File: src/rv_decode_consts.svh
////////////////////////////////////////
// RV32I decode constants: widths, opcodes
// and funct codes of the kept instruction groups
////////////////////////////////////////
`ifndef RV_DECODE_CONSTS_SVH
`define RV_DECODE_CONSTS_SVH

`define XLEN          32
`define REG_ADDR_W    5
`define TAG_W         3
`define REG_COUNT     32

`define OPC_LUI       7'b0110111
`define OPC_AUIPC     7'b0010111
`define OPC_JAL       7'b1101111
`define OPC_JALR      7'b1100111
`define OPC_BRANCH    7'b1100011
`define OPC_LOAD      7'b0000011
`define OPC_STORE     7'b0100011
`define OPC_OPIMM     7'b0010011
`define OPC_OP        7'b0110011
`define OPC_FENCE     7'b0001111

`define F7_BASE       7'b0000000
`define F7_ALT        7'b0100000

`define F3_ZERO       3'b000    // ADD/SUB, BEQ, LB/SB, JALR, FENCE
`define F3_ONE        3'b001    // SLL, BNE, LH/SH
`define F3_TWO        3'b010    // SLT, LW/SW
`define F3_SLTU       3'b011
`define F3_FOUR       3'b100    // XOR, BLT, LBU
`define F3_FIVE       3'b101    // SRL/SRA, BGE, LHU
`define F3_SIX        3'b110    // OR, BLTU
`define F3_SEVEN      3'b111    // AND, BGEU

`endif
File: src/rv_decode_pkg.sv
////////////////////////////////////////
// Decode types: unit, operation and format
// enums, instruction union, stream structs
////////////////////////////////////////
`include "rv_decode_consts.svh"

package rv_decode_pkg;

    // Shifts get their own unit code since the ALU group fills all eight slots
    typedef enum logic [2:0] {
        ALU    = 3'd0,
        SHIFT  = 3'd1,
        BRANCH = 3'd2,
        MEMORY = 3'd3,
        NONE   = 3'd7
    } exec_unit_e;

    // Upper octal digit is the execution unit
    typedef enum logic [5:0] {
        LUI  = 6'o00, ADD  = 6'o01, SUB  = 6'o02, SLT  = 6'o03,
        SLTU = 6'o04, XOR  = 6'o05, OR   = 6'o06, AND  = 6'o07,
        SLL  = 6'o10, SRL  = 6'o11, SRA  = 6'o12,
        JAL  = 6'o20, JALR = 6'o21, BEQ  = 6'o22, BNE  = 6'o23,
        BLT  = 6'o24, BGE  = 6'o25, BLTU = 6'o26, BGEU = 6'o27,
        LB   = 6'o30, LH   = 6'o31, LW   = 6'o32, LBU  = 6'o33,
        LHU  = 6'o34, SB   = 6'o35, SH   = 6'o36, SW   = 6'o37,
        NOP  = 6'o70, INVALID = 6'o77
    } op_e;

    typedef enum logic [2:0] {
        R_TYPE, I_TYPE, S_TYPE, B_TYPE, U_TYPE, J_TYPE
    } format_e;

    typedef struct packed {
        logic [6:0]             funct7;
        logic [`REG_ADDR_W-1:0] rs2;
        logic [`REG_ADDR_W-1:0] rs1;
        logic [2:0]             funct3;
        logic [`REG_ADDR_W-1:0] rd;
        logic [6:0]             opcode;
    } r_view_t;

    typedef struct packed {
        logic [11:0]            imm12;
        logic [`REG_ADDR_W-1:0] rs1;
        logic [2:0]             funct3;
        logic [`REG_ADDR_W-1:0] rd;
        logic [6:0]             opcode;
    } i_view_t;

    typedef union packed {
        r_view_t r;
        i_view_t i;
    } rv_instr_u;

    typedef struct packed {
        rv_instr_u          instr;
        logic [`XLEN-1:0]   pc;
        logic [`TAG_W-1:0]  tag;
    } fetch_pkt_t;

    typedef struct packed {
        logic [`REG_ADDR_W-1:0] rs1;
        logic [`REG_ADDR_W-1:0] rs2;
    } reg_read_t;

    typedef struct packed {
        logic [`XLEN-1:0] rs1_data;
        logic [`XLEN-1:0] rs2_data;
    } reg_data_t;

    typedef struct packed {
        op_e                    op;
        logic [`XLEN-1:0]       operand1;
        logic [`XLEN-1:0]       operand2;
        logic [`XLEN-1:0]       operand3;
        logic [`XLEN-1:0]       pc;
        rv_instr_u              instr;
        logic [`TAG_W-1:0]      tag;
        logic [`REG_ADDR_W-1:0] rd;
        logic                   exception;
    } issue_pkt_t;

endpackage

File: src/decode_stage.sv
////////////////////////////////////////
// Decode stage top: decoder, immediate,
// lock queue and issue register
////////////////////////////////////////
`include "rv_decode_consts.svh"

module decode_stage (
    input  logic                      clk,
    input  logic                      reset,
    input  rv_decode_pkg::fetch_pkt_t fetch_i,
    input  logic                      fetch_valid_i,
    output logic                      fetch_ready_o,
    output rv_decode_pkg::reg_read_t  reg_read_o,
    input  rv_decode_pkg::reg_data_t  reg_data_i,
    output rv_decode_pkg::issue_pkt_t issue_o,
    output logic                      issue_valid_o,
    input  logic                      issue_ready_i,
    output logic [`REG_ADDR_W-1:0]    wb_rd_o
);

    rv_decode_pkg::op_e     op;
    rv_decode_pkg::format_e format;
    logic                   invalid;
    logic [`XLEN-1:0]       imm;
    logic                   hazard;
    logic                   advance;
    logic                   accept;

    assign reg_read_o.rs1 = fetch_i.instr.r.rs1;     // Bank answers same cycle
    assign reg_read_o.rs2 = fetch_i.instr.r.rs2;

    assign advance       = issue_ready_i | ~issue_valid_o;
    assign fetch_ready_o = advance & ~hazard;
    assign accept        = fetch_valid_i & fetch_ready_o;

    op_decoder op_decoder_inst (
        .instr_i   (fetch_i.instr),
        .op_o      (op),
        .format_o  (format),
        .invalid_o (invalid)
    );

    imm_gen imm_gen_inst (
        .instr_i  (fetch_i.instr),
        .format_i (format),
        .imm_o    (imm)
    );

    reg_lock_queue reg_lock_queue_inst (
        .clk      (clk),
        .reset    (reset),
        .shift_i  (advance),
        .accept_i (accept),
        .rd_i     (fetch_i.instr.r.rd),
        .op_i     (op),
        .rs_i     (reg_read_o),
        .hazard_o (hazard),
        .wb_rd_o  (wb_rd_o)
    );

    issue_register issue_register_inst (
        .clk           (clk),
        .reset         (reset),
        .advance_i     (advance),
        .load_i        (accept),
        .fetch_i       (fetch_i),
        .reg_data_i    (reg_data_i),
        .op_i          (op),
        .format_i      (format),
        .imm_i         (imm),
        .invalid_i     (invalid),
        .issue_o       (issue_o),
        .issue_valid_o (issue_valid_o)
    );

endmodule

File: src/issue_register.sv
////////////////////////////////////////
// Operand select and stage output register
////////////////////////////////////////
`include "rv_decode_consts.svh"

module issue_register (
    input  logic                     clk,
    input  logic                     reset,
    input  logic                     advance_i,
    input  logic                     load_i,
    input  rv_decode_pkg::fetch_pkt_t fetch_i,
    input  rv_decode_pkg::reg_data_t reg_data_i,
    input  rv_decode_pkg::op_e       op_i,
    input  rv_decode_pkg::format_e   format_i,
    input  logic [`XLEN-1:0]         imm_i,
    input  logic                     invalid_i,
    output rv_decode_pkg::issue_pkt_t issue_o,
    output logic                     issue_valid_o
);

    logic [`XLEN-1:0] operand1;
    logic [`XLEN-1:0] operand2;
    logic [`XLEN-1:0] operand3;

    ////////////////////////////////////////
    // Operand selection by format
    ////////////////////////////////////////
    always_comb begin
        operand1 = (format_i == rv_decode_pkg::U_TYPE || format_i == rv_decode_pkg::J_TYPE)
                   ? fetch_i.pc : reg_data_i.rs1_data;
        operand2 = (format_i == rv_decode_pkg::R_TYPE || format_i == rv_decode_pkg::B_TYPE)
                   ? reg_data_i.rs2_data : imm_i;
        operand3 = (format_i == rv_decode_pkg::S_TYPE)
                   ? reg_data_i.rs2_data : imm_i;   // Store data rides here
    end

    always_ff @(posedge clk) begin
        if (advance_i) begin
            issue_o.op        <= op_i;
            issue_o.operand1  <= operand1;
            issue_o.operand2  <= operand2;
            issue_o.operand3  <= operand3;
            issue_o.pc        <= fetch_i.pc;
            issue_o.instr     <= fetch_i.instr;
            issue_o.tag       <= fetch_i.tag;
            issue_o.rd        <= fetch_i.instr.r.rd;
            issue_o.exception <= invalid_i;
        end
    end

    always_ff @(posedge clk) begin
        if (reset) begin
            issue_valid_o <= 1'b0;
        end else if (advance_i) begin
            issue_valid_o <= load_i;                 // Bubble when nothing accepted
        end
    end

endmodule

File: src/reg_lock_queue.sv
////////////////////////////////////////
// Two-entry register lock queue with
// RAW and store-to-memory hazard detection
////////////////////////////////////////
`include "rv_decode_consts.svh"

module reg_lock_queue (
    input  logic                          clk,
    input  logic                          reset,
    input  logic                          shift_i,
    input  logic                          accept_i,
    input  logic [`REG_ADDR_W-1:0]        rd_i,
    input  rv_decode_pkg::op_e            op_i,
    input  rv_decode_pkg::reg_read_t      rs_i,
    output logic                          hazard_o,
    output logic [`REG_ADDR_W-1:0]        wb_rd_o
);

    logic [`REG_ADDR_W-1:0] lock_rd [2];
    logic                   lock_store [2];
    logic                   is_store;
    logic                   mem_hazard;
    logic                   raw_hazard;

    assign is_store = op_i inside {rv_decode_pkg::SB, rv_decode_pkg::SH, rv_decode_pkg::SW};

    always_ff @(posedge clk) begin
        if (reset) begin
            lock_rd[0]    <= '0;
            lock_rd[1]    <= '0;
            lock_store[0] <= 1'b0;
            lock_store[1] <= 1'b0;
        end else if (shift_i) begin
            lock_rd[0]    <= accept_i ? rd_i : '0;     // Bubble enters as zeros
            lock_store[0] <= accept_i & is_store;
            lock_rd[1]    <= lock_rd[0];
            lock_store[1] <= lock_store[0];
        end
    end

    assign mem_hazard = (lock_store[0] | lock_store[1]) &&
                        (rv_decode_pkg::exec_unit_e'(op_i[5:3]) == rv_decode_pkg::MEMORY);
    assign raw_hazard = (lock_rd[0] != '0) &&
                        ((lock_rd[0] == rs_i.rs1) || (lock_rd[0] == rs_i.rs2));

    assign hazard_o = mem_hazard | raw_hazard;
    assign wb_rd_o  = lock_rd[1];                    // Register being written back

endmodule

File: src/imm_gen.sv
////////////////////////////////////////
// Sign-extended immediate generator
////////////////////////////////////////
`include "rv_decode_consts.svh"

module imm_gen (
    input  rv_decode_pkg::rv_instr_u instr_i,
    input  rv_decode_pkg::format_e   format_i,
    output logic [`XLEN-1:0]         imm_o
);

    logic [`XLEN-1:0] word;
    logic             sign;

    assign word = instr_i;
    assign sign = word[31];

    always_comb begin
        case (format_i)
            rv_decode_pkg::I_TYPE:
                imm_o = {{20{sign}}, instr_i.i.imm12};
            rv_decode_pkg::S_TYPE:
                imm_o = {{20{sign}}, instr_i.r.funct7, instr_i.r.rd};   // Split field
            rv_decode_pkg::B_TYPE:
                imm_o = {{20{sign}}, word[7], word[30:25], word[11:8], 1'b0};
            rv_decode_pkg::U_TYPE:
                imm_o = {word[31:12], 12'b0};
            rv_decode_pkg::J_TYPE:
                imm_o = {{12{sign}}, word[19:12], word[20], word[30:21], 1'b0};
            default:
                imm_o = '0;                          // R has no immediate
        endcase
    end

endmodule

File: src/op_decoder.sv
////////////////////////////////////////
// Operation and format decoder for RV32I
////////////////////////////////////////
`include "rv_decode_consts.svh"

module op_decoder (
    input  rv_decode_pkg::rv_instr_u instr_i,
    output rv_decode_pkg::op_e       op_o,
    output rv_decode_pkg::format_e   format_o,
    output logic                     invalid_o
);

    logic [6:0] opcode;
    logic [2:0] funct3;
    logic [6:0] funct7;

    assign opcode = instr_i.r.opcode;
    assign funct3 = instr_i.r.funct3;
    assign funct7 = instr_i.r.funct7;

    ////////////////////////////////////////
    // Operation
    ////////////////////////////////////////
    always_comb begin
        op_o = rv_decode_pkg::INVALID;               // Anything not matched below
        case (opcode)
            `OPC_LUI:   op_o = rv_decode_pkg::LUI;
            `OPC_AUIPC: op_o = rv_decode_pkg::ADD;   // pc + upper immediate
            `OPC_JAL:   op_o = rv_decode_pkg::JAL;
            `OPC_JALR: begin
                if (funct3 == `F3_ZERO)
                    op_o = rv_decode_pkg::JALR;
            end
            `OPC_BRANCH: begin
                case (funct3)
                    `F3_ZERO:  op_o = rv_decode_pkg::BEQ;
                    `F3_ONE:   op_o = rv_decode_pkg::BNE;
                    `F3_FOUR:  op_o = rv_decode_pkg::BLT;
                    `F3_FIVE:  op_o = rv_decode_pkg::BGE;
                    `F3_SIX:   op_o = rv_decode_pkg::BLTU;
                    `F3_SEVEN: op_o = rv_decode_pkg::BGEU;
                    default:   op_o = rv_decode_pkg::INVALID;
                endcase
            end
            `OPC_LOAD: begin
                case (funct3)
                    `F3_ZERO: op_o = rv_decode_pkg::LB;
                    `F3_ONE:  op_o = rv_decode_pkg::LH;
                    `F3_TWO:  op_o = rv_decode_pkg::LW;
                    `F3_FOUR: op_o = rv_decode_pkg::LBU;
                    `F3_FIVE: op_o = rv_decode_pkg::LHU;
                    default:  op_o = rv_decode_pkg::INVALID;
                endcase
            end
            `OPC_STORE: begin
                case (funct3)
                    `F3_ZERO: op_o = rv_decode_pkg::SB;
                    `F3_ONE:  op_o = rv_decode_pkg::SH;
                    `F3_TWO:  op_o = rv_decode_pkg::SW;
                    default:  op_o = rv_decode_pkg::INVALID;
                endcase
            end
            `OPC_OPIMM: begin
                case (funct3)
                    `F3_ZERO:  op_o = rv_decode_pkg::ADD;
                    `F3_TWO:   op_o = rv_decode_pkg::SLT;
                    `F3_SLTU:  op_o = rv_decode_pkg::SLTU;
                    `F3_FOUR:  op_o = rv_decode_pkg::XOR;
                    `F3_SIX:   op_o = rv_decode_pkg::OR;
                    `F3_SEVEN: op_o = rv_decode_pkg::AND;
                    `F3_ONE: begin
                        if (funct7 == `F7_BASE)
                            op_o = rv_decode_pkg::SLL;
                    end
                    default: begin                   // SRLI or SRAI
                        if (funct7 == `F7_BASE)
                            op_o = rv_decode_pkg::SRL;
                        else if (funct7 == `F7_ALT)
                            op_o = rv_decode_pkg::SRA;
                    end
                endcase
            end
            `OPC_OP: begin
                if (funct7 == `F7_BASE) begin
                    case (funct3)
                        `F3_ZERO:  op_o = rv_decode_pkg::ADD;
                        `F3_ONE:   op_o = rv_decode_pkg::SLL;
                        `F3_TWO:   op_o = rv_decode_pkg::SLT;
                        `F3_SLTU:  op_o = rv_decode_pkg::SLTU;
                        `F3_FOUR:  op_o = rv_decode_pkg::XOR;
                        `F3_FIVE:  op_o = rv_decode_pkg::SRL;
                        `F3_SIX:   op_o = rv_decode_pkg::OR;
                        default:   op_o = rv_decode_pkg::AND;
                    endcase
                end else if (funct7 == `F7_ALT) begin
                    if (funct3 == `F3_ZERO)
                        op_o = rv_decode_pkg::SUB;
                    else if (funct3 == `F3_FIVE)
                        op_o = rv_decode_pkg::SRA;
                end
            end
            `OPC_FENCE: begin
                if (funct3 == `F3_ZERO)
                    op_o = rv_decode_pkg::NOP;       // No ordering needed in-order
            end
            default: op_o = rv_decode_pkg::INVALID;
        endcase
    end

    assign invalid_o = (op_o == rv_decode_pkg::INVALID);

    ////////////////////////////////////////
    // Format from opcode alone
    ////////////////////////////////////////
    always_comb begin
        case (opcode)
            `OPC_OPIMM, `OPC_JALR, `OPC_LOAD: format_o = rv_decode_pkg::I_TYPE;
            `OPC_STORE:                       format_o = rv_decode_pkg::S_TYPE;
            `OPC_BRANCH:                      format_o = rv_decode_pkg::B_TYPE;
            `OPC_LUI, `OPC_AUIPC:             format_o = rv_decode_pkg::U_TYPE;
            `OPC_JAL:                         format_o = rv_decode_pkg::J_TYPE;
            default:                          format_o = rv_decode_pkg::R_TYPE;
        endcase
    end

endmodule

File: config.mk
export PLATFORM = sky130hd
export DESIGN_NAME = decode_stage
export DESIGN_NICKNAME = d
export VERILOG_FILES = /design/src/rv_decode_pkg.sv /design/src/decode_stage.sv /design/src/issue_register.sv /design/src/reg_lock_queue.sv /design/src/imm_gen.sv /design/src/op_decoder.sv
export VERILOG_INCLUDE_DIRS = /design/src
export SDC_FILE = /design/constraint.sdc
export NUM_CORES = 1
export LEC_CHECK = 0
export BUFFER_PORTS_ARGS = -buffer_cell sky130_fd_sc_hd__buf_2
export CORE_AREA = 2 2 127 129
export CTS_BUF_LIST = sky130_fd_sc_hd__clkbuf_16
export CTS_CLUSTER_DIAMETER = 50
export DETAILED_ROUTE_END_ITERATION = 7
export DIE_AREA = 0 0 129 131
export HOLD_SLACK_MARGIN = 0.1
export PLACE_DENSITY = 0.88
export SETUP_SLACK_MARGIN = 0.5
export SKIP_CTS_REPAIR_TIMING = 1
export SLEW_MARGIN = 10
export SYNTH_ARGS = -nofsm -noshare
export SYNTH_HDL_FRONTEND = slang
export SYNTH_SLANG_ARGS = --single-unit
File: constraint.sdc
create_clock -name clk -period 22.7 [get_ports clk]
set_clock_uncertainty 0.05 [all_clocks]
set_input_delay 4.54 -clock clk [delete_from_list [all_inputs] [get_ports clk]]
set_output_delay 4.54 -clock clk [all_outputs]
set_load 0.05 [all_outputs]
==> impl_results.md <==
* Status: completed
* Clk_lat worst skew at 0.43 ns
* Drt wl/cell at 20.14 microns
* Critical Path, Cell by Cell: buf_2, nor4_1, nand4_1, a211oi_1, nand4bb_1, and3_1, buf_2
* CP max stage delay at 0.56 ns
* Seq pwr share at 46.9%
* Wire length of the first global-routing pass at 32040 microns
* Die Area at 16900 sq um
* Crit. End Element: primary output
* Worst slew pin tran at 0.9844 ns
* DRC viols at 0
* Post-synth ARST share at 0%
* Synth Flop Type: edfxtp_1
* HPWL Detailed at 17060 microns
* RSZ-0062 raised after global routing: false
* Critical Path Source: fetch_i[66]
* Final period util at 49.69%
* TritonCTS Buffers at 17
* Max Slew Vio Count at 0
* Core Box Area at 15600 sq um
* Critical path class: in2out
* Yosys warnings at 0
* Worst hold path class: reg2reg
* Req. time, crit path at 18.11 ns
* Logic pwr share at 20.0%
* Clock power share at 33.2%
* Chip height at 131 microns
* TritonRoute pass-1 iters at 5
* P&R area growth vs syn at 29.07%
* Maximum clock rate at 88.66 MHz
* Total Nets Final at 1029
* Final Routed Wirelength at 22640 microns
* All-Layer GR Usage at 25.99%
* Vias in the first global route at 5812
* Sum Neg Setup Slack at 0 ns
* Final Hold Fails at 0
* Tmin final at 11.28 ns
* Seq/Total Area, Yosys at 69.37%
* Fillers at 1172
* Compound-Gate Fraction of Synth Area at 10.08%
* Syn nets at 729
* Post-Syn Area at 7908 sq um
* Worst Setup Start Kind: input pin
* Main combinational cell family by area after synthesis: simple AND/OR/NAND/NOR gates
* Syn Area/Cell at 13.31 sq um
* Longest Clk Path Bufs at 2
* Post-synth EDFFs at 182
* Leak at 4.350 nW
* Largest net degree at the start of global routing at 75
* WHS at 0.5186 ns
* Placement Rows at 46
* Register area at 5485 sq um
* CTS Sinks at 183
* TritonCTS clock tree: done
* Sw Ratio at 31.96%
* Most common cell after layout, fill and taps aside: buf_2
* Routed vias at 6121
* Final std cells w/o fill at 1124
* Critical-path top delay cell: nor4_1
* Worst path most repeated cell: buf_2
* Synth Area in Adders at 0%
* Initial Utilization at 50.70%
* Origin of the critical flop-to-flop path: issue_register_inst.issue_valid_o
* Synth Register Bits at 183
* Max_cap viols at 0
* Reg clk slew, reported paths at 0.06 ns
* Pwr/cell area at 85.55 nW/um^2
* CTS H-tree depth at 4
* Cells after Synth at 594
* Vias/cell at 5.446
* Worst Hold Launch: reg_lock_queue_inst.lock_store[0][0]
* Root Buffer: clkbuf_16
* I/O pins at 327
* Gp weighted congestion at 0.8585
* Post-Synth Simple-Gate Area at 11.23%
* Most frequent cells in the layout: buf_2, edfxtp_1, nand2_1
* Initial antenna violation count at 2
* GRT overflow at 0
* Critical Path AT at 6.69 ns
* Relative slew slack at 34.38%
* DR iter-0 viols at 382
* P_sw at 0.0002791 W
* DRT antenna net count at 0
* PortBufs at 326
* Post-Synth XOR/XNOR Area at 1.108%
* Placed Instances at 1091
* Multi-input gate area at 2172 sq um
* Multiplexer area fraction after synthesis at 4.557%
* Crit-path max FO at 7
* Internal power at 0.0005940 W
* Worst vdd ir at 44.94 uV
* Chip Width at 129 microns
* Final setup viols at 0
* Layout cells sized above 1 at 45.42%
* Number of library cell types mapped by synthesis at 54
-- logic make-up (layout without fill, tap and decap cells) --
| group | after synthesis | count (layout) |
|---|---|---|
| flip-flops | 183 | 183 |
| AND/OR/NAND/NOR | 179 | 179 |
| AO/OA/AOI/OAI | 134 | 134 |
| buffers and inverters | 56 | 369 |
| multiplexers | 32 | 32 |
| XOR/XNOR | 10 | 10 |
| other | 0 | 1 |
-- per-layer routing --
layer	GRT usage [%]	wire [microns]
met1	28.22	7951
met2	47.99	12160
met3	8.184	1965
met4	9.143	531
met5	0	33
-- power by group through the flow --
| stage | Combinational (W) | Sequential (W) | Clock (W) |
|---|---|---|---|
| floorplan | 0.0000381 | 0.000507 | 0 |
| global placement | 0.000172 | 0.000416 | 0 |
| detailed placement | 0.000174 | 0.000417 | 0 |
| CTS | 0.000175 | 0.000409 | 0.000293 |
| global route | 0.000182 | 0.000412 | 0.000304 |
| finish | 0.000174 | 0.000409 | 0.000290 |
-- cell usage after synthesis, drive strengths merged, types with 2 or more instances --
master / count / area share [%]
edfxtp: 182 / 69
nand2: 66 / 3.1
a21oi: 51 / 3.2
o21ai: 45 / 2.8
nor2: 43 / 2.1
mux2: 32 / 4.6
clkbuf: 26 / 1.2
buf: 24 / 2.1
and2: 11 / 0.87
nor3: 8 / 0.51
xnor2: 8 / 0.89
a31oi: 7 / 0.55
and3: 7 / 0.55
nand2b: 7 / 0.59
nand3: 7 / 0.44
inv: 6 / 0.28
a211oi: 5 / 0.54
nor2b: 5 / 0.40
a21o: 4 / 0.38
a211o: 3 / 0.33
a221oi: 3 / 0.41
nand3b: 3 / 0.33
nand4b: 3 / 0.33
nand4bb: 3 / 0.43
nor4: 3 / 0.24
o22ai: 3 / 0.24
or2: 3 / 0.24
a2111oi: 2 / 0.38
nor3b: 2 / 0.19
nor4bb: 2 / 0.25
o211ai: 2 / 0.19
o32ai: 2 / 0.22
or4b: 2 / 0.25
xor2: 2 / 0.22
-- final timing paths --
check | slack (ns) | depth (start not counted) | end
worst min-delay path | 0.52 | 1 | reg_lock_queue_inst.lock_store[0][1]
worst max-delay path | 11.42 | 7 | fetch_ready_o
worst max register to register | 20.23 | 6 | reg_lock_queue_inst.lock_store[0][0]
worst min register to register | 0.52 | 1 | reg_lock_queue_inst.lock_store[0][1]
-- registers in the layout, summed over array words and instances (netlist names) --
signal / cells
issue_register_inst.issue_o: 170
reg_lock_queue_inst.lock_rd: 10
reg_lock_queue_inst.lock_store: 2
issue_register_inst.issue_valid_o: 1
-- critical path: cells and delay by family --
kind            cells  cell delay, ns
simple gates        4            1.31
compound gates      1            0.43
buf+inv             2            0.40
-- through the flow --
step | area [sq um] | utilization (%) | total power [W] | worst slack [ns]
6_report | 10210 | 65.43 | 0.0008731 | 11.42
5_1_grt | 10200 | 65.42 | 0.0008983 | 11.29
4_1_cts | 10200 | 65.42 | 0.0008773 | 11.50
3_5_place_dp | 9619 | 61.67 | 0.0005911 | 11.51
3_3_place_gp | 9619 | 61.67 | 0.0005881 | 11.50
2_1_floorplan | 7908 | - | 0.0005451 | 8.496
-- area by class of cell --
class / instances / area share [%]
flip-flops and latches: 183 / 53.75
multi-input cells: 355 / 21.28
repair buffers: 331 / 16.35
clock buffers: 17 / 4.168
well taps: 216 / 2.648
clock inverters: 15 / 1.557
inverters: 6 / 0.2207
diodes: 1 / 0.02452
(Power assumes the default switching activity.)
